**config.mk**
```make
export PLATFORM = sky130hd
export DESIGN_NAME = axi_mem_bridge
export DESIGN_NICKNAME = d
export VERILOG_FILES = /design/src/source/mem_bus_pkg.sv /design/src/source/rd_chan_if.sv /design/src/source/ar_arbiter.sv /design/src/source/axi_mem_bridge.sv /design/src/source/rd_client_port.sv /design/src/source/write_port.sv
export SDC_FILE = /design/constraint.sdc
export NUM_CORES = 1
export LEC_CHECK = 0
export BUFFER_PORTS_ARGS = -buffer_cell sky130_fd_sc_hd__buf_4
export CAP_MARGIN = 25
export CORE_AREA = 2 2 363 365
export CTS_BUF_LIST = sky130_fd_sc_hd__clkbuf_8 sky130_fd_sc_hd__clkbuf_16
export DETAILED_ROUTE_END_ITERATION = 8
export DIE_AREA = 0 0 365 367
export PLACE_DENSITY = 0.37
export SETUP_SLACK_MARGIN = 0.5
export SLEW_MARGIN = 30
export SYNTH_ARGS = -nofsm -noshare
export SYNTH_HDL_FRONTEND = slang
export SYNTH_SLANG_ARGS = --single-unit
export TNS_END_PERCENT = 50
```
**constraint.sdc**
```tcl
create_clock -name clk -period 13.8 [get_ports clk]
set_input_delay 0.69 -clock clk [delete_from_list [all_inputs] [get_ports clk]]
set_output_delay 0.69 -clock clk [all_outputs]
set_load 0.01 [all_outputs]
```
**src/source/mem_bus_pkg.sv**
```systemverilog
package mem_bus_pkg;

    // Bus geometry
    parameter int ADDR_WIDTH = 32;   // Byte address
    parameter int LINE_WIDTH = 128;  // One cache line, also one AXI beat
    parameter int ID_WIDTH   = 4;

    // Fixed transaction IDs, one per read client
    parameter logic [ID_WIDTH-1:0] INST_ID = 4'd0;  // Instruction line fetch
    parameter logic [ID_WIDTH-1:0] DATA_ID = 4'd1;  // Data reads and writes

    // AXI burst encoding for incrementing bursts
    parameter logic [1:0] BURST_INCR = 2'b01;

    // Cache side access width
    // Values follow the encoding the caches already drive
    typedef enum logic [2:0] {
        ACC_BYTE = 3'd0,
        ACC_HALF = 3'd1,
        ACC_WORD = 3'd2,
        ACC_LINE = 3'd4
    } access_type_e;

    // AXI size is log2 of the bytes per beat
    // A full 16-byte line maps to size 4
    function automatic logic [2:0] type_to_size(access_type_e acc_type);
        logic [2:0] size;
        case (acc_type)
            ACC_BYTE: size = 3'd0;
            ACC_HALF: size = 3'd1;
            ACC_WORD: size = 3'd2;
            ACC_LINE: size = 3'd4;
            default:  size = 3'd4;  // Unknown code, treat as a line
        endcase
        return size;
    endfunction

endpackage

```
**src/source/rd_chan_if.sv**
```systemverilog
`timescale 1ns/1ps

// Request and return path between one read client and the AR/R arbiter
interface rd_chan_if import mem_bus_pkg::*; #(
    parameter int DATA_WIDTH = LINE_WIDTH
) ();

    logic                  req;      // Held until granted
    logic [ADDR_WIDTH-1:0] addr;
    logic [2:0]            size;     // AXI size code
    logic                  granted;  // One cycle, AR handshake done
    logic                  rvalid;   // One cycle, R beat for this client
    logic [DATA_WIDTH-1:0] rdata;

    modport client (
        output req,
        output addr,
        output size,
        input  granted,
        input  rvalid,
        input  rdata
    );

    modport arb (
        input  req,
        input  addr,
        input  size,
        output granted,
        output rvalid,
        output rdata
    );

endinterface

```
**src/source/ar_arbiter.sv**
```systemverilog
`timescale 1ns/1ps

module ar_arbiter import mem_bus_pkg::*; #(
    parameter int DATA_WIDTH = LINE_WIDTH
) (
    input  logic                  clk,
    input  logic                  reset_i,

    // Read clients
    rd_chan_if.arb                inst_chan,
    rd_chan_if.arb                data_chan,

    // AXI read address channel
    output logic [ID_WIDTH-1:0]   arid_o,
    output logic [ADDR_WIDTH-1:0] araddr_o,
    output logic [2:0]            arsize_o,
    output logic                  arvalid_o,
    input  logic                  arready_i,

    // AXI read data channel
    input  logic                  rvalid_i,
    input  logic [ID_WIDTH-1:0]   rid_i,
    input  logic [DATA_WIDTH-1:0] rdata_i
);

    logic                  slot_valid_q;
    logic                  owner_q;  // Set when the data port owns the slot
    logic [ADDR_WIDTH-1:0] addr_q;
    logic [2:0]            size_q;
    logic                  pick_data;
    logic                  load;
    logic                  ar_hs;

    // Data port has priority over instruction fetch
    assign pick_data = data_chan.req;
    assign load      = !slot_valid_q && (inst_chan.req || data_chan.req);
    assign ar_hs     = slot_valid_q && arready_i;

    always_ff @(posedge clk) begin
        if (reset_i) begin
            slot_valid_q <= 1'b0;
        end else if (load) begin
            slot_valid_q <= 1'b1;
        end else if (ar_hs) begin
            slot_valid_q <= 1'b0;
        end
    end

    // Slot contents, only loaded while the slot is empty
    always_ff @(posedge clk) begin
        if (load) begin
            owner_q <= pick_data;
            addr_q  <= pick_data ? data_chan.addr : inst_chan.addr;
            size_q  <= pick_data ? data_chan.size : inst_chan.size;
        end
    end

    assign arvalid_o = slot_valid_q;
    assign arid_o    = owner_q ? DATA_ID : INST_ID;
    assign araddr_o  = addr_q;
    assign arsize_o  = size_q;

    // Grant pulse to the slot owner on the handshake
    assign inst_chan.granted = ar_hs && !owner_q;
    assign data_chan.granted = ar_hs && owner_q;

    // R beats are steered by ID, data is shared
    assign inst_chan.rvalid = rvalid_i && (rid_i == INST_ID);
    assign data_chan.rvalid = rvalid_i && (rid_i == DATA_ID);
    assign inst_chan.rdata  = rdata_i;
    assign data_chan.rdata  = rdata_i;

endmodule

```
**src/source/axi_mem_bridge.sv**
```systemverilog
`timescale 1ns/1ps

module axi_mem_bridge import mem_bus_pkg::*; #(
    parameter int DATA_WIDTH = LINE_WIDTH
) (
    input  logic                    clk,
    input  logic                    reset_i,

    // Instruction cache read
    input  logic                    icache_rd_req_i,
    input  logic [ADDR_WIDTH-1:0]   icache_rd_addr_i,
    input  access_type_e            icache_rd_type_i,
    output logic                    icache_rd_rdy_o,
    output logic                    icache_ret_valid_o,
    output logic [DATA_WIDTH-1:0]   icache_ret_data_o,

    // Data cache read
    input  logic                    dcache_rd_req_i,
    input  logic [ADDR_WIDTH-1:0]   dcache_rd_addr_i,
    input  access_type_e            dcache_rd_type_i,
    output logic                    dcache_rd_rdy_o,
    output logic                    dcache_ret_valid_o,
    output logic [DATA_WIDTH-1:0]   dcache_ret_data_o,

    // Data cache write
    input  logic                    dcache_wr_req_i,
    input  logic [ADDR_WIDTH-1:0]   dcache_wr_addr_i,
    input  access_type_e            dcache_wr_type_i,
    input  logic [DATA_WIDTH/8-1:0] dcache_wr_strb_i,
    input  logic [DATA_WIDTH-1:0]   dcache_wr_data_i,
    output logic                    dcache_wr_rdy_o,

    // AXI read address
    output logic [ID_WIDTH-1:0]     arid_o,
    output logic [ADDR_WIDTH-1:0]   araddr_o,
    output logic [7:0]              arlen_o,
    output logic [2:0]              arsize_o,
    output logic [1:0]              arburst_o,
    output logic [1:0]              arlock_o,
    output logic [3:0]              arcache_o,
    output logic [2:0]              arprot_o,
    output logic                    arvalid_o,
    input  logic                    arready_i,

    // AXI read data
    input  logic [ID_WIDTH-1:0]     rid_i,
    input  logic [DATA_WIDTH-1:0]   rdata_i,
    input  logic [1:0]              rresp_i,
    input  logic                    rlast_i,   // Single beat, always last
    input  logic                    rvalid_i,
    output logic                    rready_o,

    // AXI write address
    output logic [ID_WIDTH-1:0]     awid_o,
    output logic [ADDR_WIDTH-1:0]   awaddr_o,
    output logic [7:0]              awlen_o,
    output logic [2:0]              awsize_o,
    output logic [1:0]              awburst_o,
    output logic [1:0]              awlock_o,
    output logic [3:0]              awcache_o,
    output logic [2:0]              awprot_o,
    output logic                    awvalid_o,
    input  logic                    awready_i,

    // AXI write data
    output logic [ID_WIDTH-1:0]     wid_o,
    output logic [DATA_WIDTH-1:0]   wdata_o,
    output logic [DATA_WIDTH/8-1:0] wstrb_o,
    output logic                    wlast_o,
    output logic                    wvalid_o,
    input  logic                    wready_i,

    // AXI write response
    input  logic [ID_WIDTH-1:0]     bid_i,
    input  logic [1:0]              bresp_i,
    input  logic                    bvalid_i,
    output logic                    bready_o
);

    rd_chan_if #(.DATA_WIDTH(DATA_WIDTH)) inst_rd ();
    rd_chan_if #(.DATA_WIDTH(DATA_WIDTH)) data_rd ();

    rd_client_port #(.DATA_WIDTH(DATA_WIDTH)) u_inst_port (
        .clk         (clk),
        .reset_i     (reset_i),
        .rd_req_i    (icache_rd_req_i),
        .rd_addr_i   (icache_rd_addr_i),
        .rd_type_i   (icache_rd_type_i),
        .rd_rdy_o    (icache_rd_rdy_o),
        .ret_valid_o (icache_ret_valid_o),
        .ret_data_o  (icache_ret_data_o),
        .chan        (inst_rd)
    );

    rd_client_port #(.DATA_WIDTH(DATA_WIDTH)) u_data_port (
        .clk         (clk),
        .reset_i     (reset_i),
        .rd_req_i    (dcache_rd_req_i),
        .rd_addr_i   (dcache_rd_addr_i),
        .rd_type_i   (dcache_rd_type_i),
        .rd_rdy_o    (dcache_rd_rdy_o),
        .ret_valid_o (dcache_ret_valid_o),
        .ret_data_o  (dcache_ret_data_o),
        .chan        (data_rd)
    );

    ar_arbiter #(.DATA_WIDTH(DATA_WIDTH)) u_ar_arbiter (
        .clk       (clk),
        .reset_i   (reset_i),
        .inst_chan (inst_rd),
        .data_chan (data_rd),
        .arid_o    (arid_o),
        .araddr_o  (araddr_o),
        .arsize_o  (arsize_o),
        .arvalid_o (arvalid_o),
        .arready_i (arready_i),
        .rvalid_i  (rvalid_i),
        .rid_i     (rid_i),
        .rdata_i   (rdata_i)
    );

    write_port #(.DATA_WIDTH(DATA_WIDTH)) u_write_port (
        .clk       (clk),
        .reset_i   (reset_i),
        .wr_req_i  (dcache_wr_req_i),
        .wr_addr_i (dcache_wr_addr_i),
        .wr_type_i (dcache_wr_type_i),
        .wr_strb_i (dcache_wr_strb_i),
        .wr_data_i (dcache_wr_data_i),
        .wr_rdy_o  (dcache_wr_rdy_o),
        .awaddr_o  (awaddr_o),
        .awsize_o  (awsize_o),
        .awvalid_o (awvalid_o),
        .awready_i (awready_i),
        .wdata_o   (wdata_o),
        .wstrb_o   (wstrb_o),
        .wvalid_o  (wvalid_o),
        .wready_i  (wready_i),
        .bvalid_i  (bvalid_i)
    );

    // Single beat transfers only
    assign arlen_o   = 8'd0;
    assign arburst_o = BURST_INCR;
    assign arlock_o  = 2'b00;
    assign arcache_o = 4'b0000;
    assign arprot_o  = 3'b000;
    assign rready_o  = 1'b1;  // One outstanding read per ID, always room

    // Writes always come from the data cache
    assign awid_o    = DATA_ID;
    assign awlen_o   = 8'd0;
    assign awburst_o = BURST_INCR;
    assign awlock_o  = 2'b00;
    assign awcache_o = 4'b0000;
    assign awprot_o  = 3'b000;
    assign wid_o     = DATA_ID;
    assign wlast_o   = 1'b1;
    assign bready_o  = 1'b1;

endmodule

```
**src/source/rd_client_port.sv**
```systemverilog
`timescale 1ns/1ps

module rd_client_port import mem_bus_pkg::*; #(
    parameter int DATA_WIDTH = LINE_WIDTH
) (
    input  logic                  clk,
    input  logic                  reset_i,

    // Cache side
    input  logic                  rd_req_i,
    input  logic [ADDR_WIDTH-1:0] rd_addr_i,
    input  access_type_e          rd_type_i,
    output logic                  rd_rdy_o,
    output logic                  ret_valid_o,
    output logic [DATA_WIDTH-1:0] ret_data_o,

    // Arbiter side
    rd_chan_if.client             chan
);

    localparam logic [1:0] ST_IDLE = 2'd0;
    localparam logic [1:0] ST_REQ  = 2'd1;  // Waiting for the AR slot
    localparam logic [1:0] ST_WAIT = 2'd2;  // AR sent, waiting for R

    logic [1:0]            state_q;
    logic [ADDR_WIDTH-1:0] addr_q;
    logic [2:0]            size_q;
    logic                  accept;

    assign rd_rdy_o = (state_q == ST_IDLE);
    assign accept   = rd_rdy_o && rd_req_i;

    always_ff @(posedge clk) begin
        if (reset_i) begin
            state_q <= ST_IDLE;
        end else begin
            case (state_q)
                ST_IDLE: begin
                    if (rd_req_i) begin
                        state_q <= ST_REQ;
                    end
                end
                ST_REQ: begin
                    if (chan.granted) begin
                        state_q <= ST_WAIT;
                    end
                end
                ST_WAIT: begin
                    if (chan.rvalid) begin
                        state_q <= ST_IDLE;  // Ready again next cycle
                    end
                end
                default: state_q <= ST_IDLE;
            endcase
        end
    end

    // Request payload, captured once at acceptance
    always_ff @(posedge clk) begin
        if (accept) begin
            addr_q <= rd_addr_i;
            size_q <= type_to_size(rd_type_i);
        end
    end

    assign chan.req  = (state_q == ST_REQ);
    assign chan.addr = addr_q;
    assign chan.size = size_q;

    // Return goes straight through in the R beat cycle
    assign ret_valid_o = (state_q == ST_WAIT) && chan.rvalid;
    assign ret_data_o  = chan.rdata;

endmodule

```
**src/source/write_port.sv**
```systemverilog
`timescale 1ns/1ps

module write_port import mem_bus_pkg::*; #(
    parameter int DATA_WIDTH = LINE_WIDTH
) (
    input  logic                    clk,
    input  logic                    reset_i,

    // Data cache write side
    input  logic                    wr_req_i,
    input  logic [ADDR_WIDTH-1:0]   wr_addr_i,
    input  access_type_e            wr_type_i,
    input  logic [DATA_WIDTH/8-1:0] wr_strb_i,
    input  logic [DATA_WIDTH-1:0]   wr_data_i,
    output logic                    wr_rdy_o,

    // AXI write address and data
    output logic [ADDR_WIDTH-1:0]   awaddr_o,
    output logic [2:0]              awsize_o,
    output logic                    awvalid_o,
    input  logic                    awready_i,
    output logic [DATA_WIDTH-1:0]   wdata_o,
    output logic [DATA_WIDTH/8-1:0] wstrb_o,
    output logic                    wvalid_o,
    input  logic                    wready_i,

    // AXI write response
    input  logic                    bvalid_i
);

    localparam logic [1:0] ST_IDLE = 2'd0;
    localparam logic [1:0] ST_SEND = 2'd1;  // AW and W in flight
    localparam logic [1:0] ST_RESP = 2'd2;  // Both sent, waiting for B

    logic [1:0] state_q;
    logic       aw_done_q;
    logic       w_done_q;
    logic       accept;
    logic       aw_hs;
    logic       w_hs;
    logic       aw_sent;
    logic       w_sent;

    assign wr_rdy_o = (state_q == ST_IDLE);
    assign accept   = wr_rdy_o && wr_req_i;

    assign awvalid_o = (state_q == ST_SEND) && !aw_done_q;
    assign wvalid_o  = (state_q == ST_SEND) && !w_done_q;
    assign aw_hs     = awvalid_o && awready_i;
    assign w_hs      = wvalid_o && wready_i;

    // Sent now or in an earlier cycle
    assign aw_sent = aw_done_q || aw_hs;
    assign w_sent  = w_done_q || w_hs;

    always_ff @(posedge clk) begin
        if (reset_i) begin
            state_q   <= ST_IDLE;
            aw_done_q <= 1'b0;
            w_done_q  <= 1'b0;
        end else begin
            case (state_q)
                ST_IDLE: begin
                    if (wr_req_i) begin
                        state_q   <= ST_SEND;
                        aw_done_q <= 1'b0;
                        w_done_q  <= 1'b0;
                    end
                end
                ST_SEND: begin
                    aw_done_q <= aw_sent;  // Each channel drops on its own
                    w_done_q  <= w_sent;
                    if (aw_sent && w_sent) begin
                        state_q <= ST_RESP;
                    end
                end
                ST_RESP: begin
                    if (bvalid_i) begin
                        state_q <= ST_IDLE;
                    end
                end
                default: state_q <= ST_IDLE;
            endcase
        end
    end

    // Write payload held stable until both handshakes
    always_ff @(posedge clk) begin
        if (accept) begin
            awaddr_o <= wr_addr_i;
            awsize_o <= type_to_size(wr_type_i);
            wdata_o  <= wr_data_i;
            wstrb_o  <= wr_strb_i;
        end
    end

endmodule

```
======== Yosys cells after proc, flatten, opt, wreduce, memory -nomap -nowiden ========
Index checks and enable logic that the tools add are counted.
operators by class
  equality and inequality tests ........... 22
  muxes and demuxes ....................... 23
  reductions and logical operators ........ 36
operators with widths
  cell                                                                    count
  32-bit 2-to-1 mux                                                       1
  3-bit case mux with 3 select lines                                      3
  2-bit 2-to-1 mux                                                        9
  2-bit case mux with 3 select lines                                      3
  1-bit logical AND                                                       16
  2-bit != test (second input constant)                                   7
  3-bit by 1-bit equality test with 1-bit output (second input constant)  3
  3-bit by 2-bit equality test with 1-bit output (second input constant)  3
  3-bit zero test                                                         3
  3-bit AND reduction                                                     3
  2-bit by 1-bit equality test with 1-bit output (second input constant)  3
  2-bit equality test (second input constant)                             3
  2-bit zero test                                                         3
  4-bit by 1-bit equality test with 1-bit output (second input constant)  1
  1-bit zero test                                                         4
  4-bit zero test                                                         1
  1-bit 2-to-1 mux                                                        4
  2-bit by 1-bit != test with 1-bit output (second input constant)        2
  1-bit case mux with 2 select lines                                      2
  2-bit nonzero test                                                      2
  1-bit logical OR                                                        3
  3-bit 2-to-1 mux                                                        1
  2-bit AND reduction                                                     1
storage, ports and cells
  register bits ........................... 294
  input port bits ......................... 400

======== Depth between registers and ports, before layout ========
Gate-level depths: netlist of the first run.
  word-level depth ........................ 7
  depth in mapped cells ................... 5

======== Cells and area by module ========
From an unflattened synthesis of the first run, not the netlist that was laid out.
unflattened totals
  cells, all modules ...................... 961
  area, all modules ....................... 13953.4 um2
by module, submodules not included
  module          instances  cells each  area an instance (um2)  sequential area each (um2)
  write_port      1          207         5594.1                  5455.2
  rd_client_port  2          178         2145.8                  1091.0
  ar_arbiter      1          347         3692.3                  1101.1
  axi_mem_bridge  1          51          375.4                   0.0

======== Worst setup path before layout of the first run ========
Ideal clock, no wire load.
  path type ............................... input to register
  start ................................... input dcache_wr_req_i
  end ..................................... register u_write_port.awaddr_o[0], enable pin
  library setup time ...................... 0.561 ns
  data arrival time ....................... 4.760 ns
  path slack .............................. 8.480 ns
  stages .................................. 1
  path through ............................ and2_1
between the ends
  cells in the longest elaborated chain, start to end .. 1
RTL lines
  what                    line                  RTL
  start: declaration      axi_mem_bridge.sv:26  input logic dcache_wr_req_i,
  1-bit logical AND       write_port.sv:45      assign accept = wr_rdy_o && wr_req_i;
  end signal: assignment  write_port.sv:90      awaddr_o <= wr_addr_i;
  end: declaration        write_port.sv:18      output logic [ADDR_WIDTH-1:0] awaddr_o,
Every way passes these cells.
A chain may end at the register's enable or synchronous reset.

======== Worst setup path after layout of the first run ========
  start ................................... register u_write_port.state_q[1]
  end ..................................... register u_write_port.wdata_o[98], enable pin
between the ends
  cells in the longest elaborated chain, start to end .. 2
RTL lines
  what                           line              RTL
  start: declaration             write_port.sv:35  logic [1:0] state_q;
  start signal: assignment       write_port.sv:58  state_q <= ST_IDLE;
  start signal: assignment       write_port.sv:65  state_q <= ST_SEND;
  start signal: assignment       write_port.sv:74  state_q <= ST_RESP;
  2-bit zero test                write_port.sv:44  assign wr_rdy_o = (state_q == ST_IDLE);
  1-bit logical AND              write_port.sv:45
  named net u_write_port.accept  write_port.sv:38  logic accept;
  end signal: assignment         write_port.sv:92  wdata_o <= wr_data_i;
  end: declaration               write_port.sv:22  output logic [DATA_WIDTH-1:0] wdata_o,
The timed path passes the listed nets, and every way through them passes these cells.

==> results of run 1 <==
==> cells in the final DEF (no fill, tap or decap), types with 4 or more instances in the layout <==
cell type and n:
o21ai_0 4, clkbuf_16 41, dfxtp_1 9, nand2_1 110
edfxtp_1 285, clkinv_1 4, a21o_1 4, clkinv_2 5
buf_4 494, nor2_1 12, nor3b_1 8, inv_1 14
conb_1 52
==> final cells by class <==
| cell class | count | area (µm²) | share of cell area |
|---|---|---|---|
| flip-flops and latches | 294 | 8738 | 0.5184 |
| repair buffers | 495 | 3724 | 0.2209 |
| well taps | 1755 | 2196 | 0.1303 |
| clock buffers | 42 | 1040 | 0.06168 |
| multi-input cells | 212 | 952.2 | 0.05649 |
| clock inverters | 27 | 190.2 | 0.01128 |
| inverters | 3 | 11.26 | 0.0006681 |
| diodes | 2 | 5.005 | 0.0002969 |
==> metal layers <==
layer / vias to the layer above / GRT usage / share of wire
met5: - / 0.004720 / 0.0049
met3: 149 / 0.07450 / 0.18
met2: 712 / 0.1755 / 0.52
met1: 3153 / 0.06782 / 0.25
li1: 2863 / - / -
met4: 39 / 0.05009 / 0.052
==> how the worst min path moves through the flow <==
stage / start / to / slack (ns) / depth (start not counted)
final: dcache_rd_addr_i[12] / u_data_port.chan.addr[12]$_DFFE_PP_ / 0.26 / 1
after global routing: dcache_rd_addr_i[12] / u_data_port.chan.addr[12]$_DFFE_PP_ / 0.20 / 1
after CTS: dcache_rd_addr_i[14] / u_data_port.chan.addr[14]$_DFFE_PP_ / 0.17 / 1
after detailed placement: u_write_port.w_done_q$_SDFFE_PP0P_ / u_write_port.w_done_q$_SDFFE_PP0P_ / 0.49 / 2
after global placement: u_write_port.aw_done_q$_SDFFE_PP0P_ / u_write_port.aw_done_q$_SDFFE_PP0P_ / 0.47 / 2
after floorplan: u_write_port.w_done_q$_SDFFE_PP0P_ / u_write_port.w_done_q$_SDFFE_PP0P_ / 0.46 / 2
==> cell usage after synthesis <==
master | instances | area (µm²)
a21o_1 | 4 | 30.03
a21oi_1 | 2 | 10.01
a21oi_2 | 1 | 8.760
a22o_1 | 1 | 8.760
a31oi_1 | 1 | 6.260
and2_1 | 3 | 18.77
and2b_1 | 1 | 7.510
and4_1 | 1 | 8.760
and4b_1 | 1 | 10.01
buf_4 | 309 | 2320
buf_6 | 7 | 78.83
clkbuf_1 | 1 | 3.750
conb_1 | 2 | 7.510
dfxtp_1 | 9 | 180.2
edfxtp_1 | 285 | 8558
inv_1 | 2 | 7.510
inv_2 | 1 | 3.750
mux2i_1 | 1 | 10.01
nand2_1 | 110 | 412.9
nand2b_1 | 2 | 12.51
nand2b_2 | 1 | 8.760
nor2_1 | 12 | 45.04
nor2b_1 | 2 | 12.51
nor3b_1 | 8 | 60.06
nor3b_2 | 1 | 12.51
nor4_1 | 1 | 6.260
nor4b_2 | 1 | 15.01
o21ai_0 | 4 | 20.02
o221a_2 | 1 | 11.26
o41ai_1 | 1 | 8.760
==> state kept, by name (all words and copies together) (netlist names), 2 cells and up <==
signal                 flops
u_write_port.wdata_o     128
u_ar_arbiter.araddr_o     32
u_data_port.chan.addr     32
u_inst_port.chan.addr     32
u_write_port.awaddr_o     32
u_write_port.wstrb_o      16
u_ar_arbiter.arsize_o      3
u_data_port.chan.size      3
u_inst_port.chan.size      3
u_write_port.awsize_o      3
u_data_port.state_q        2
u_inst_port.state_q        2
u_write_port.state_q       2
==> cells by family (layout without fill, tap and decap cells) <==
group                  after synthesis  count (layout)  synth area share
AO/OA/AOI/OAI                       15              15          0.008725
buffers and inverters              320             567            0.2028
flip-flops                         294             294            0.7341
multiplexers                         1               1         0.0008409
other                                2              54         0.0006309
AND/OR/NAND/NOR                    144             144           0.05298
==> through the flow <==
step / hold slack [ns] / power (µW) / setup WS [ns]
floorplan: 0.4595 / 1270 / 8.480
global placement: 0.4748 / 1382 / 10.19
detailed placement: 0.4867 / 1385 / 10.08
CTS: 0.1741 / 2417 / 10.26
global route: 0.2007 / 2460 / 10.09
finish: 0.2623 / 2344 / 10.36
==> power groups by stage <==
stage | combinational [µW] | sequential (µW) | clock [µW]
6_report | 264 | 1090 | 991
3_3_place_gp | 274 | 1110 | 0
5_1_grt | 287 | 1100 | 1080
3_5_place_dp | 278 | 1110 | 0
2_1_floorplan | 139 | 1130 | 0
4_1_cts | 277 | 1090 | 1050
==> metrics.txt, run 1 <==
# TYPE chip_impl_metric gauge
chip_impl_info{name="status",value="finished clean"} 1
chip_impl_metric{name="die_w",unit="µm"} 365
chip_impl_metric{name="cts_setup_buffers",unit=""} 0
chip_impl_metric{name="first_pass_iters",unit=""} 4
chip_impl_metric{name="row_count",unit=""} 133
chip_impl_metric{name="r2r_slack",unit="ns"} 10.36
chip_impl_metric{name="seq_power_share",unit=""} 0.464
chip_impl_info{name="crit_path_end_kind",value="flip-flop"} 1
chip_impl_metric{name="area_growth_syn_to_layout",unit="%"} 41.60
chip_impl_info{name="tightest_hold_check_type",value="in -> reg"} 1
chip_impl_metric{name="io_pins",unit=""} 931
chip_impl_info{name="path_cells",value="nor2_1 -> and2_4 -> buf_4 -> buf_4 -> buf_4"} 1
chip_impl_metric{name="period_share",unit=""} 0.2491
chip_impl_metric{name="grt_pass1_vias",unit=""} 7595
chip_impl_metric{name="achievable-frequency",unit="MHz"} 290.9
chip_impl_metric{name="tns",unit="ns"} 0
chip_impl_metric{name="cts_sinks",unit=""} 294
chip_impl_metric{name="comb_power_share",unit=""} 0.113
chip_impl_metric{name="timing.final.crit_period",unit="ns"} 3.437
chip_impl_info{name="setup.worst_path.end",value="u_write_port.wdata_o[98]$_DFFE_PP_"} 1
chip_impl_metric{name="critical_path.max_stage_delay",unit="ns"} 0.76
chip_impl_info{name="critPathKind",value="reg -> reg"} 1
chip_impl_metric{name="design_area",unit="µm²"} 16860
chip_impl_metric{name="routed-via-count",unit=""} 6916
chip_impl_metric{name="power.ir.vdd_worst",unit="V"} 0.00008361
chip_impl_metric{name="fp.dieArea",unit="µm²"} 134000
chip_impl_metric{name="power.net_switching",unit="µW"} 601.9
chip_impl_metric{name="track_usage",unit=""} 0.09569
chip_impl_metric{name="grt_pass1_wl",unit="mm"} 82.23
chip_impl_info{name="critical_path.most_common_cell",value="buf_4"} 1
chip_impl_metric{name="cts_buffer_depth",unit=""} 3
chip_impl_metric{name="yosysSeqAreaShare",unit=""} 0.7341
chip_impl_info{name="regToRegStartpoint",value="u_write_port.state_q[1]$_SDFFE_PP0P_"} 1
chip_impl_info{name="crit_path_top_delay_cell",value="buf_4"} 1
chip_impl_metric{name="post-route-drc-count",unit=""} 0
chip_impl_metric{name="port_buffer_count",unit=""} 485
chip_impl_info{name="worstReg2RegEnd",value="u_write_port.wdata_o[98]$_DFFE_PP_"} 1
chip_impl_metric{name="slew-limit-headroom",unit=""} 0.4432
chip_impl_metric{name="syn_inst",unit=""} 776
chip_impl_metric{name="synthesis.area",unit="µm²"} 11900
chip_impl_metric{name="antenna_found_initial",unit=""} 24
chip_impl_metric{name="count_of_instances_resized_after_the_clock_tree_is_built",unit=""} 0
chip_impl_metric{name="dpl_cell_area",unit="µm²"} 15620
chip_impl_info{name="setup_repair_after_global_routing_missed_its_margin",value="false"} 1
chip_impl_metric{name="cp.buffers_inverters",unit=""} 3
chip_impl_info{name="setup.worst_path.start",value="u_write_port.state_q[1]$_SDFFE_PP0P_"} 1
chip_impl_metric{name="ant_nets",unit=""} 0
chip_impl_metric{name="critical_path_cell_count",unit=""} 5
chip_impl_metric{name="finish.utilization",unit=""} 0.1292
chip_impl_metric{name="ys_ff_latch",unit=""} 294
chip_impl_metric{name="floorplan.core_area",unit="µm²"} 130500
chip_impl_metric{name="worst_r2r_path_depth",unit=""} 5
chip_impl_info{name="cts_tree",value="yes"} 1
chip_impl_metric{name="final_nets",unit=""} 1445
chip_impl_metric{name="pwr-share-clk",unit=""} 0.423
chip_impl_metric{name="worst_skew_pair_latency",unit="ns"} 0.60
chip_impl_metric{name="synth-warning-count",unit=""} 0
chip_impl_metric{name="gr-total-overflow",unit=""} 0
chip_impl_metric{name="dp_hpwl",unit="mm"} 57.08
chip_impl_metric{name="cp.required",unit="ns"} 14.01
chip_impl_metric{name="path_clk_slew",unit="ns"} 0.06
chip_impl_metric{name="critical_path.max_fanout",unit=""} 63
chip_impl_metric{name="timing.critical_path.arrival",unit="ns"} 3.65
chip_impl_metric{name="tightest_slew",unit="ns"} 0.8352
chip_impl_metric{name="finalSetupViolations",unit=""} 0
chip_impl_metric{name="powerDensity",unit="nW/µm²"} 139.1
chip_impl_metric{name="cap_violations",unit=""} 0
chip_impl_info{name="kind_of_start_point_of_the_critical_path",value="flip-flop"} 1
chip_impl_metric{name="placed_cells",unit=""} 2759
chip_impl_metric{name="grt_start_max_net_pins",unit=""} 64
chip_impl_metric{name="internal_power",unit="µW"} 1742
chip_impl_metric{name="cts_htree_levels",unit=""} 2
chip_impl_info{name="ctsRootBufferMaster",value="clkbuf_16"} 1
chip_impl_metric{name="finalMaxSlewViolations",unit=""} 0
chip_impl_metric{name="yosysUniqueCellTypes",unit=""} 30
chip_impl_metric{name="die_height",unit="µm"} 367
chip_impl_metric{name="effective_utilization_at_floorplan",unit=""} 0.09124
chip_impl_metric{name="drt-vias-per-instance",unit=""} 2.444
chip_impl_info{name="top_delay_family_on_crit_path",value="buffers and inverters"} 1
chip_impl_metric{name="avgRoutedWirePerCell",unit="µm"} 23.60
chip_impl_metric{name="layout-drive-gt1-share",unit=""} 0.5191
chip_impl_metric{name="place.gp.congestion",unit=""} 0.8436
chip_impl_metric{name="finClkSkew",unit="ns"} 0.02715
chip_impl_metric{name="synth.avg_cell_area",unit="µm²"} 15.34
chip_impl_metric{name="power_leakage",unit="µW"} 0.006446
chip_impl_metric{name="nFillCells",unit=""} 14770
chip_impl_metric{name="totalWireLength",unit="mm"} 66.78
chip_impl_metric{name="holdBufCountCts",unit=""} 0
chip_impl_metric{name="numCtsBuffers",unit=""} 39
chip_impl_metric{name="hold_viol",unit=""} 0
chip_impl_metric{name="final_cells",unit=""} 2830
chip_impl_metric{name="dr.first_iter.drc_count",unit=""} 292
chip_impl_metric{name="switching_share_of_power",unit=""} 0.2568
(Power assumes the default switching activity.)
==> run 2, diff against run 1 <==
Settings changed: ABC_AREA from default to 1.
Clock period 13.8 ns to 3.2 ns, I/O delays scaled along.
==> run 2 against run 1 <==
Compared with the run above: combinational power grew to 6.1 times the previous value; count of clock-buffer cells in the layout did not move; clock power grew to 4.7 times the previous value; critical path depth up 2; power increased to 4.7 times the previous value; core utilization up 2.2 points; routed wire length fell by 0.17%; die area did not move; non-clock buffer count grew 268; critical endpoint is now icache_ret_valid_o.
==> metrics.txt, run 2 <==
# TYPE chip_impl_metric gauge
chip_impl_info{name="top_delay_family_on_crit_path",value="buffers and inverters"} 1
chip_impl_info{name="worstReg2RegEnd",value="u_data_port.state_q[0]$_SDFFE_PP0P_"} 1
chip_impl_metric{name="dpl_cell_area",unit="µm²"} 15670
chip_impl_metric{name="grt_start_max_net_pins",unit=""} 96
chip_impl_metric{name="placed_cells",unit=""} 2778
chip_impl_metric{name="port_buffer_count",unit=""} 485
chip_impl_metric{name="antenna_found_initial",unit=""} 35
chip_impl_metric{name="final.hold.worst_slack",unit="ns"} 0.1475
chip_impl_metric{name="first_pass_iters",unit=""} 6
chip_impl_metric{name="worst_skew_pair_latency",unit="ns"} 0.61
chip_impl_metric{name="timing.final.crit_period",unit="ns"} 2.076
chip_impl_metric{name="synthXorXnorAreaFrac",unit=""} 0
chip_impl_info{name="netlist_top_cells_count",value="309 x buf_4, 285 x edfxtp_1, 123 x nand2_1"} 1
chip_impl_metric{name="period_share",unit=""} 0.6487
chip_impl_metric{name="routed-via-count",unit=""} 8025
chip_impl_metric{name="power.ir.vdd_worst",unit="V"} 0.0003758
chip_impl_metric{name="cts_htree_levels",unit=""} 2
chip_impl_metric{name="finClkSkew",unit="ns"} 0.02935
chip_impl_metric{name="finalMaxSlewViolations",unit=""} 0
chip_impl_info{name="crit_path_top_delay_cell",value="dlygate4sd3_1"} 1
chip_impl_metric{name="area_growth_syn_to_layout",unit="%"} 66.15
chip_impl_metric{name="die_w",unit="µm"} 365
chip_impl_metric{name="simple_gate_fraction_of_synth_area",unit=""} 0.04787
chip_impl_metric{name="r2r_slack",unit="ns"} 1.27
chip_impl_metric{name="yosysSeqAreaShare",unit=""} 0.7348
chip_impl_info{name="status",value="finished clean"} 1
chip_impl_metric{name="yosysUniqueCellTypes",unit=""} 19
chip_impl_info{name="regToRegStartpoint",value="u_data_port.state_q[0]$_SDFFE_PP0P_"} 1
chip_impl_metric{name="netlist.area_leader.share",unit=""} 0.7196
chip_impl_info{name="synth_top_family_by_area",value="buffers and inverters"} 1
chip_impl_metric{name="fp.dieArea",unit="µm²"} 134000
chip_impl_metric{name="largest_register_ffs",unit=""} 128
chip_impl_metric{name="dr.first_iter.drc_count",unit=""} 355
chip_impl_metric{name="place.gp.congestion",unit=""} 0.8120
chip_impl_metric{name="synthesis.area",unit="µm²"} 11890
chip_impl_info{name="kind_of_start_point_of_the_critical_path",value="input port"} 1
chip_impl_metric{name="mux_contribution_to_synthesized_area",unit=""} 0
chip_impl_metric{name="timing.critical_path.arrival",unit="ns"} 1.92
chip_impl_info{name="critPathKind",value="in -> out"} 1
chip_impl_metric{name="tightest_slew",unit="ns"} 0.7843
chip_impl_metric{name="grt_pass1_wl",unit="mm"} 83.55
chip_impl_metric{name="final_cells",unit=""} 3137
chip_impl_metric{name="cts_buffer_depth",unit=""} 3
chip_impl_metric{name="compound_gate_portion_of_the_synthesized_area",unit=""} 0.007785
chip_impl_info{name="setup.worst_path.start",value="rid_i[2]"} 1
chip_impl_metric{name="synth.avg_cell_area",unit="µm²"} 14.92
chip_impl_metric{name="gr-total-overflow",unit=""} 0
chip_impl_metric{name="ant_nets",unit=""} 0
chip_impl_metric{name="worst_r2r_path_depth",unit=""} 5
chip_impl_metric{name="avgRoutedWirePerCell",unit="µm"} 21.25
chip_impl_metric{name="synth_fa_ha_area_frac",unit=""} 0
chip_impl_metric{name="powerDensity",unit="nW/µm²"} 556.4
chip_impl_info{name="ctsRootBufferMaster",value="clkbuf_16"} 1
chip_impl_metric{name="cp.required",unit="ns"} 3.04
chip_impl_metric{name="achievable-frequency",unit="MHz"} 481.7
chip_impl_metric{name="layout-drive-gt1-share",unit=""} 0.4174
chip_impl_info{name="cts_tree",value="yes"} 1
chip_impl_metric{name="row_count",unit=""} 133
chip_impl_info{name="synth_largest_area_cell",value="edfxtp_1"} 1
chip_impl_metric{name="syn_inst",unit=""} 797
chip_impl_metric{name="count_of_instances_resized_after_the_clock_tree_is_built",unit=""} 0
chip_impl_metric{name="io_pins",unit=""} 931
chip_impl_info{name="path_cells",value="dlygate4sd3_1 -> buf_4 -> nor2_1 -> dlygate4sd3_1 -> nand3_1 -> nor3_1 -> buf_4"} 1
chip_impl_metric{name="post-route-drc-count",unit=""} 0
chip_impl_metric{name="asyncSetResetFlopFracSynth",unit=""} 0
chip_impl_metric{name="dp_hpwl",unit="mm"} 54.93
chip_impl_metric{name="cts_sinks",unit=""} 294
chip_impl_metric{name="ys_ff_latch",unit=""} 294
chip_impl_metric{name="die_height",unit="µm"} 367
chip_impl_metric{name="design_area",unit="µm²"} 19760
chip_impl_metric{name="slew-limit-headroom",unit=""} 0.4771
chip_impl_metric{name="final_nets",unit=""} 1737
chip_impl_metric{name="critical_path.max_stage_delay",unit="ns"} 0.57
chip_impl_metric{name="totalWireLength",unit="mm"} 66.66
chip_impl_metric{name="cap_violations",unit=""} 0
chip_impl_metric{name="synth-edff-count",unit=""} 285
chip_impl_metric{name="track_usage",unit=""} 0.09519
chip_impl_metric{name="critical_path.max_fanout",unit=""} 2
chip_impl_metric{name="floorplan.core_area",unit="µm²"} 130500
chip_impl_metric{name="effective_utilization_at_floorplan",unit=""} 0.09116
chip_impl_info{name="tightest_hold_check_type",value="in -> reg"} 1
chip_impl_info{name="top_register",value="u_write_port.wdata_o"} 1
chip_impl_info{name="setup_repair_after_global_routing_missed_its_margin",value="false"} 1
chip_impl_info{name="postSynth.topFlopCell",value="edfxtp_1"} 1
chip_impl_metric{name="synth-warning-count",unit=""} 0
chip_impl_metric{name="path_clk_slew",unit="ns"} 0.05
chip_impl_metric{name="critical_path_cell_count",unit=""} 7
chip_impl_info{name="most-common-layout-cells",value="487 x buf_4, 285 x edfxtp_1, 271 x dlygate4sd3_1"} 1
chip_impl_metric{name="grt_pass1_vias",unit=""} 8773
chip_impl_metric{name="hold_viol",unit=""} 0
chip_impl_metric{name="numCtsBuffers",unit=""} 41
chip_impl_info{name="setup.worst_path.end",value="icache_ret_valid_o"} 1
chip_impl_info{name="crit_path_end_kind",value="output pin"} 1
chip_impl_metric{name="cp.buffers_inverters",unit=""} 4
chip_impl_info{name="most_common_cell_in_the_synthesized_netlist",value="buf_4"} 1
chip_impl_info{name="synth_top_cells_by_area",value="edfxtp_1 72%, buf_4 20%, nand2_1 3.9%"} 1
chip_impl_metric{name="dp_worst_setup_slack",unit="ns"} 1.335
chip_impl_metric{name="drt-vias-per-instance",unit=""} 2.558
chip_impl_metric{name="power_leakage",unit="µW"} 0.007694
chip_impl_metric{name="setup_slack",unit="ns"} 1.124
chip_impl_metric{name="finalSetupViolations",unit=""} 0
chip_impl_info{name="layout.cells.most_common",value="buf_4"} 1
[run 2: cell count changes after synthesis, sizes merged, moves of 4 or more]
| cell | delta |
|---|---|
| inv | +21 |
| nand2 | +14 |
| nor3b | -9 |
| nor3 | +8 |
| a21oi | +6 |
| nand3 | +5 |
| a21o | -4 |
| nor2 | -4 |
| o21bai | +4 |
[run 2: routing by layer]
| layer | GRT usage | wire length (µm) |
|---|---|---|
| met2 | 0.1805 | 35440 |
| met4 | 0.05540 | 4047 |
| met5 | 0.001089 | 244 |
| met3 | 0.05910 | 9844 |
| met1 | 0.07004 | 17090 |
[run 2: how the worst min path moves through the flow]
| stage | end | slack, ns | start | cells past startpoint |
|---|---|---|---|---|
| CTS | u_data_port.state_q[1]$_SDFFE_PP0P_ | 0.13 | rid_i[3] | 5 |
| detailed placement | dcache_ret_data_o[107] | 0.32 | rdata_i[107] | 0 |
| global placement | dcache_ret_data_o[107] | 0.32 | rdata_i[107] | 0 |
| floorplan | u_write_port.state_q[0]$_SDFFE_PP0P_ | 0.22 | reset_i | 1 |
| finish | u_data_port.state_q[1]$_SDFFE_PP0P_ | 0.15 | rid_i[3] | 5 |
| global route | u_data_port.state_q[1]$_SDFFE_PP0P_ | 0.17 | rid_i[0] | 4 |
[run 2: tightest hold or removal path: stages]
cell and delay [ns]:
buf_4 0.08, nor2_1 0.04, nand4_1 0.21, nand2_1 0.09, a21oi_1 0.12
[run 2: through the flow]
step / total power [µW] / setup TNS [ns] / util
after floorplan: 5629 / -61.50 / -
after detailed placement: 6231 / 0 / 0.1201
after global placement: 6219 / 0 / 0.1201
after global routing: 11470 / 0 / 0.1514
after CTS: 11260 / 0 / 0.1512
final: 10990 / 0 / 0.1515
[run 2: kinds of logic after synthesis]
family | count (synthesis)
AOI/OAI and AO/OA | 15
buffers and inverters | 340
DFF | 294
other | 2
and+or+nand+nor | 146
[run 2: what timing repair did]
| item | CTS | global route |
|---|---|---|
| buffers inserted | 0 | 0 |
| hold buffers | 271 | 0 |
| hold endpoints to repair | 258 | 0 |
[run 2: area by class of cell]
cell class | count | area [µm²]
clock buffer | 42 | 1051
fill | 14560 | 110700
tap | 1755 | 2196
sequential | 294 | 8743
inverter | 24 | 96.34
antenna | 14 | 35.03
multi-input combinational | 213 | 878.3
timing repair buffer | 763 | 6469
clock inverter | 32 | 291.5
[run 2: power breakdown]
part           internal (µW)  switching (µW)
clock network           2660            1950
logic                    772             830
registers               4650             134
total                   8080            2910
==> run 3, diff against run 2 <==
Settings changed: ABC_AREA 1 to 0, CORE_AREA 2 2 363 365 to 2 2 362 364, DIE_AREA 0 0 365 367 to 0 0 364 366, PLACE_DENSITY 0.37 to 0.38.
Clock period 3.2 ns to 1.7 ns, I/O delays scaled along.
==> run 3 against run 2 <==
Compared with the run above: power rose by 94%; non-clock buffer count grew 68; worst setup slack got worse by 0.89 ns; largest cell class unchanged; highest routed layer unchanged.
==> metrics.txt, run 3 (synthesis results as in run 1) <==
# TYPE chip_impl_metric gauge
chip_impl_metric{name="cts_buffer_depth",unit=""} 3
chip_impl_metric{name="totalWireLength",unit="mm"} 73.07
chip_impl_metric{name="drt-vias-per-instance",unit=""} 2.621
chip_impl_metric{name="timing.final.crit_period",unit="ns"} 1.469
chip_impl_metric{name="grt_pass1_wl",unit="mm"} 90.13
chip_impl_metric{name="ant_nets",unit=""} 0
chip_impl_metric{name="path_clk_slew",unit="ns"} 0.06
chip_impl_metric{name="dpl_cell_area",unit="µm²"} 15830
chip_impl_metric{name="layout-drive-gt1-share",unit=""} 0.4696
chip_impl_metric{name="cp.required",unit="ns"} 2.01
chip_impl_metric{name="period_share",unit=""} 0.8638
chip_impl_metric{name="grt_pass1_vias",unit=""} 9138
chip_impl_info{name="kind_of_start_point_of_the_critical_path",value="flip-flop"} 1
chip_impl_metric{name="cts_htree_levels",unit=""} 2
chip_impl_metric{name="floorplan.core_area",unit="µm²"} 129000
chip_impl_metric{name="io_pins",unit=""} 931
chip_impl_metric{name="area_growth_syn_to_layout",unit="%"} 80.52
chip_impl_metric{name="dp_hpwl",unit="mm"} 55.74
chip_impl_info{name="tightest_hold_check_type",value="in -> out"} 1
chip_impl_metric{name="tightest_slew",unit="ns"} 0.5891
chip_impl_metric{name="effective_utilization_at_floorplan",unit=""} 0.09229
chip_impl_metric{name="antenna_found_initial",unit=""} 30
chip_impl_info{name="setup_repair_after_global_routing_missed_its_margin",value="true"} 1
chip_impl_metric{name="power.ir.vdd_worst",unit="V"} 0.0008841
chip_impl_info{name="layout.cells.most_common",value="buf_4"} 1
chip_impl_info{name="most-common-layout-cells",value="469 x buf_4, 285 x edfxtp_1, 263 x dlygate4sd3_1"} 1
chip_impl_metric{name="gr-total-overflow",unit=""} 0
chip_impl_metric{name="post-route-drc-count",unit=""} 0
chip_impl_metric{name="row_count",unit=""} 132
chip_impl_metric{name="powerDensity",unit="nW/µm²"} 993.3
chip_impl_metric{name="hold_viol",unit=""} 0
chip_impl_metric{name="slew-limit-headroom",unit=""} 0.6064
chip_impl_metric{name="power_leakage",unit="µW"} 0.008414
chip_impl_metric{name="post-layout-total-power",unit="µW"} 21350
chip_impl_metric{name="finalSetupViolations",unit=""} 0
chip_impl_metric{name="cap_violations",unit=""} 0
chip_impl_metric{name="critical_path.max_fanout",unit=""} 6
chip_impl_info{name="cts_tree",value="yes"} 1
chip_impl_info{name="top_register",value="u_write_port.wdata_o"} 1
chip_impl_metric{name="finClkSkew",unit="ns"} 0.06059
chip_impl_metric{name="achievable-frequency",unit="MHz"} 681.0
chip_impl_metric{name="die_height",unit="µm"} 366
chip_impl_metric{name="place.gp.congestion",unit=""} 0.7807
chip_impl_metric{name="fp.dieArea",unit="µm²"} 133200
chip_impl_metric{name="largest_register_ffs",unit=""} 128
chip_impl_info{name="critPathKind",value="reg -> reg"} 1
chip_impl_metric{name="final_nets",unit=""} 1782
chip_impl_metric{name="finish.utilization",unit=""} 0.1666
chip_impl_metric{name="timing.critical_path.arrival",unit="ns"} 1.78
chip_impl_metric{name="avgRoutedWirePerCell",unit="µm"} 23.05
chip_impl_metric{name="routed-via-count",unit=""} 8310
chip_impl_metric{name="numCtsBuffers",unit=""} 40
chip_impl_info{name="ctsRootBufferMaster",value="clkbuf_16"} 1
chip_impl_metric{name="worst_skew_pair_latency",unit="ns"} 0.62
chip_impl_metric{name="port_buffer_count",unit=""} 485
chip_impl_metric{name="dr.first_iter.drc_count",unit=""} 452
chip_impl_info{name="status",value="finished clean"} 1
chip_impl_metric{name="die_w",unit="µm"} 364
chip_impl_metric{name="cts_sinks",unit=""} 294
chip_impl_metric{name="nFillCells",unit=""} 14110
chip_impl_metric{name="first_pass_iters",unit=""} 5
chip_impl_metric{name="grt_start_max_net_pins",unit=""} 27
chip_impl_info{name="crit_path_end_kind",value="flip-flop"} 1
chip_impl_metric{name="track_usage",unit=""} 0.1034
chip_impl_metric{name="design_area",unit="µm²"} 21490
chip_impl_metric{name="finalMaxSlewViolations",unit=""} 0
[run 3: cell types whose count changed in the layout (fill, tap and decap cells not counted), moves of 9 or more]
cell and delta:
buf_12 +18, clkbuf_16 +10, buf_4 -18, buf_16 +26, nand2_2 +9, buf_6 +34
nand2_1 -24, inv_1 -14
[run 3: final timing paths]
path	start	end	slack (ns)	cells after the start
worst max register to register	u_write_port.state_q[0]$_SDFFE_PP0P_	u_write_port.wstrb_o[1]$_DFFE_PP_	0.23	6
worst max-delay path	u_write_port.state_q[0]$_SDFFE_PP0P_	u_write_port.wstrb_o[1]$_DFFE_PP_	0.23	6
worst min register to register	u_data_port.chan.addr[19]$_DFFE_PP_	u_ar_arbiter.araddr_o[19]$_DFFE_PP_	0.51	2
worst min-delay path	rdata_i[101]	icache_ret_data_o[101]	0.17	0
[run 3: area by class of cell]
type | instances | area [µm²] | area share
Clock inverter | 33 | 347.8 | 0.01619
Inverter | 3 | 30.03 | 0.001397
Sequential cell | 294 | 8765 | 0.4079
Timing Repair Buffer | 831 | 8073 | 0.3757
Tap cell | 1742 | 2180 | 0.1014
Antenna cell | 14 | 35.03 | 0.001630
Multi-Input combinational cell | 212 | 1045 | 0.04862
Clock buffer | 41 | 1015 | 0.04722
[run 3: power by group]
group	switching [µW]	leakage, µW	internal, µW
sequential	252	0.00280	8620
clock	3590	0.000707	5150
combinational	1660	0.00490	2070
total	5500	0.00841	15800
[run 3: critical path: stages (launching register included)]
cell and delay, ns:
dfxtp_4 0.37, nor2_4 0.11, and2_4 0.17, buf_16 0.15
buf_12 0.15, buf_12 0.11, buf_16 0.10
[run 3: what timing repair did]
| item | in CTS | in global routing |
|---|---|---|
| endpoints found under the hold margin | 260 | 0 |
| hold buffers | 263 | 0 |
| resized for setup | 103 | 20 |
| pin swaps | 9 | 3 |
| cloned | 19 | 14 |
| endpoints found under the setup margin | 543 | 538 |
| setup buffers | 28 | 3 |
[run 3: routing by layer]
layer,track usage,vias to the layer above,wire length (µm)
met3,0.05576,128,9611
met5,0.003268,-,167
met2,0.2041,727,39890
met1,0.08311,3856,20340
met4,0.03742,18,3059
li1,-,3581,-
[run 3: metrics by stage]
step	hold slack, ns	cells	setup WS, ns	TNS [ns]
after floorplan	0.1839	826	-0.5034	-104.27
after global placement	0.1701	2755	0.2287	0
after detailed placement	0.1701	2755	0.1931	0
after CTS	0.1295	3139	0.2098	0
after global routing	0.1527	3168	0.1671	0
final	0.1700	3170	0.2315	0
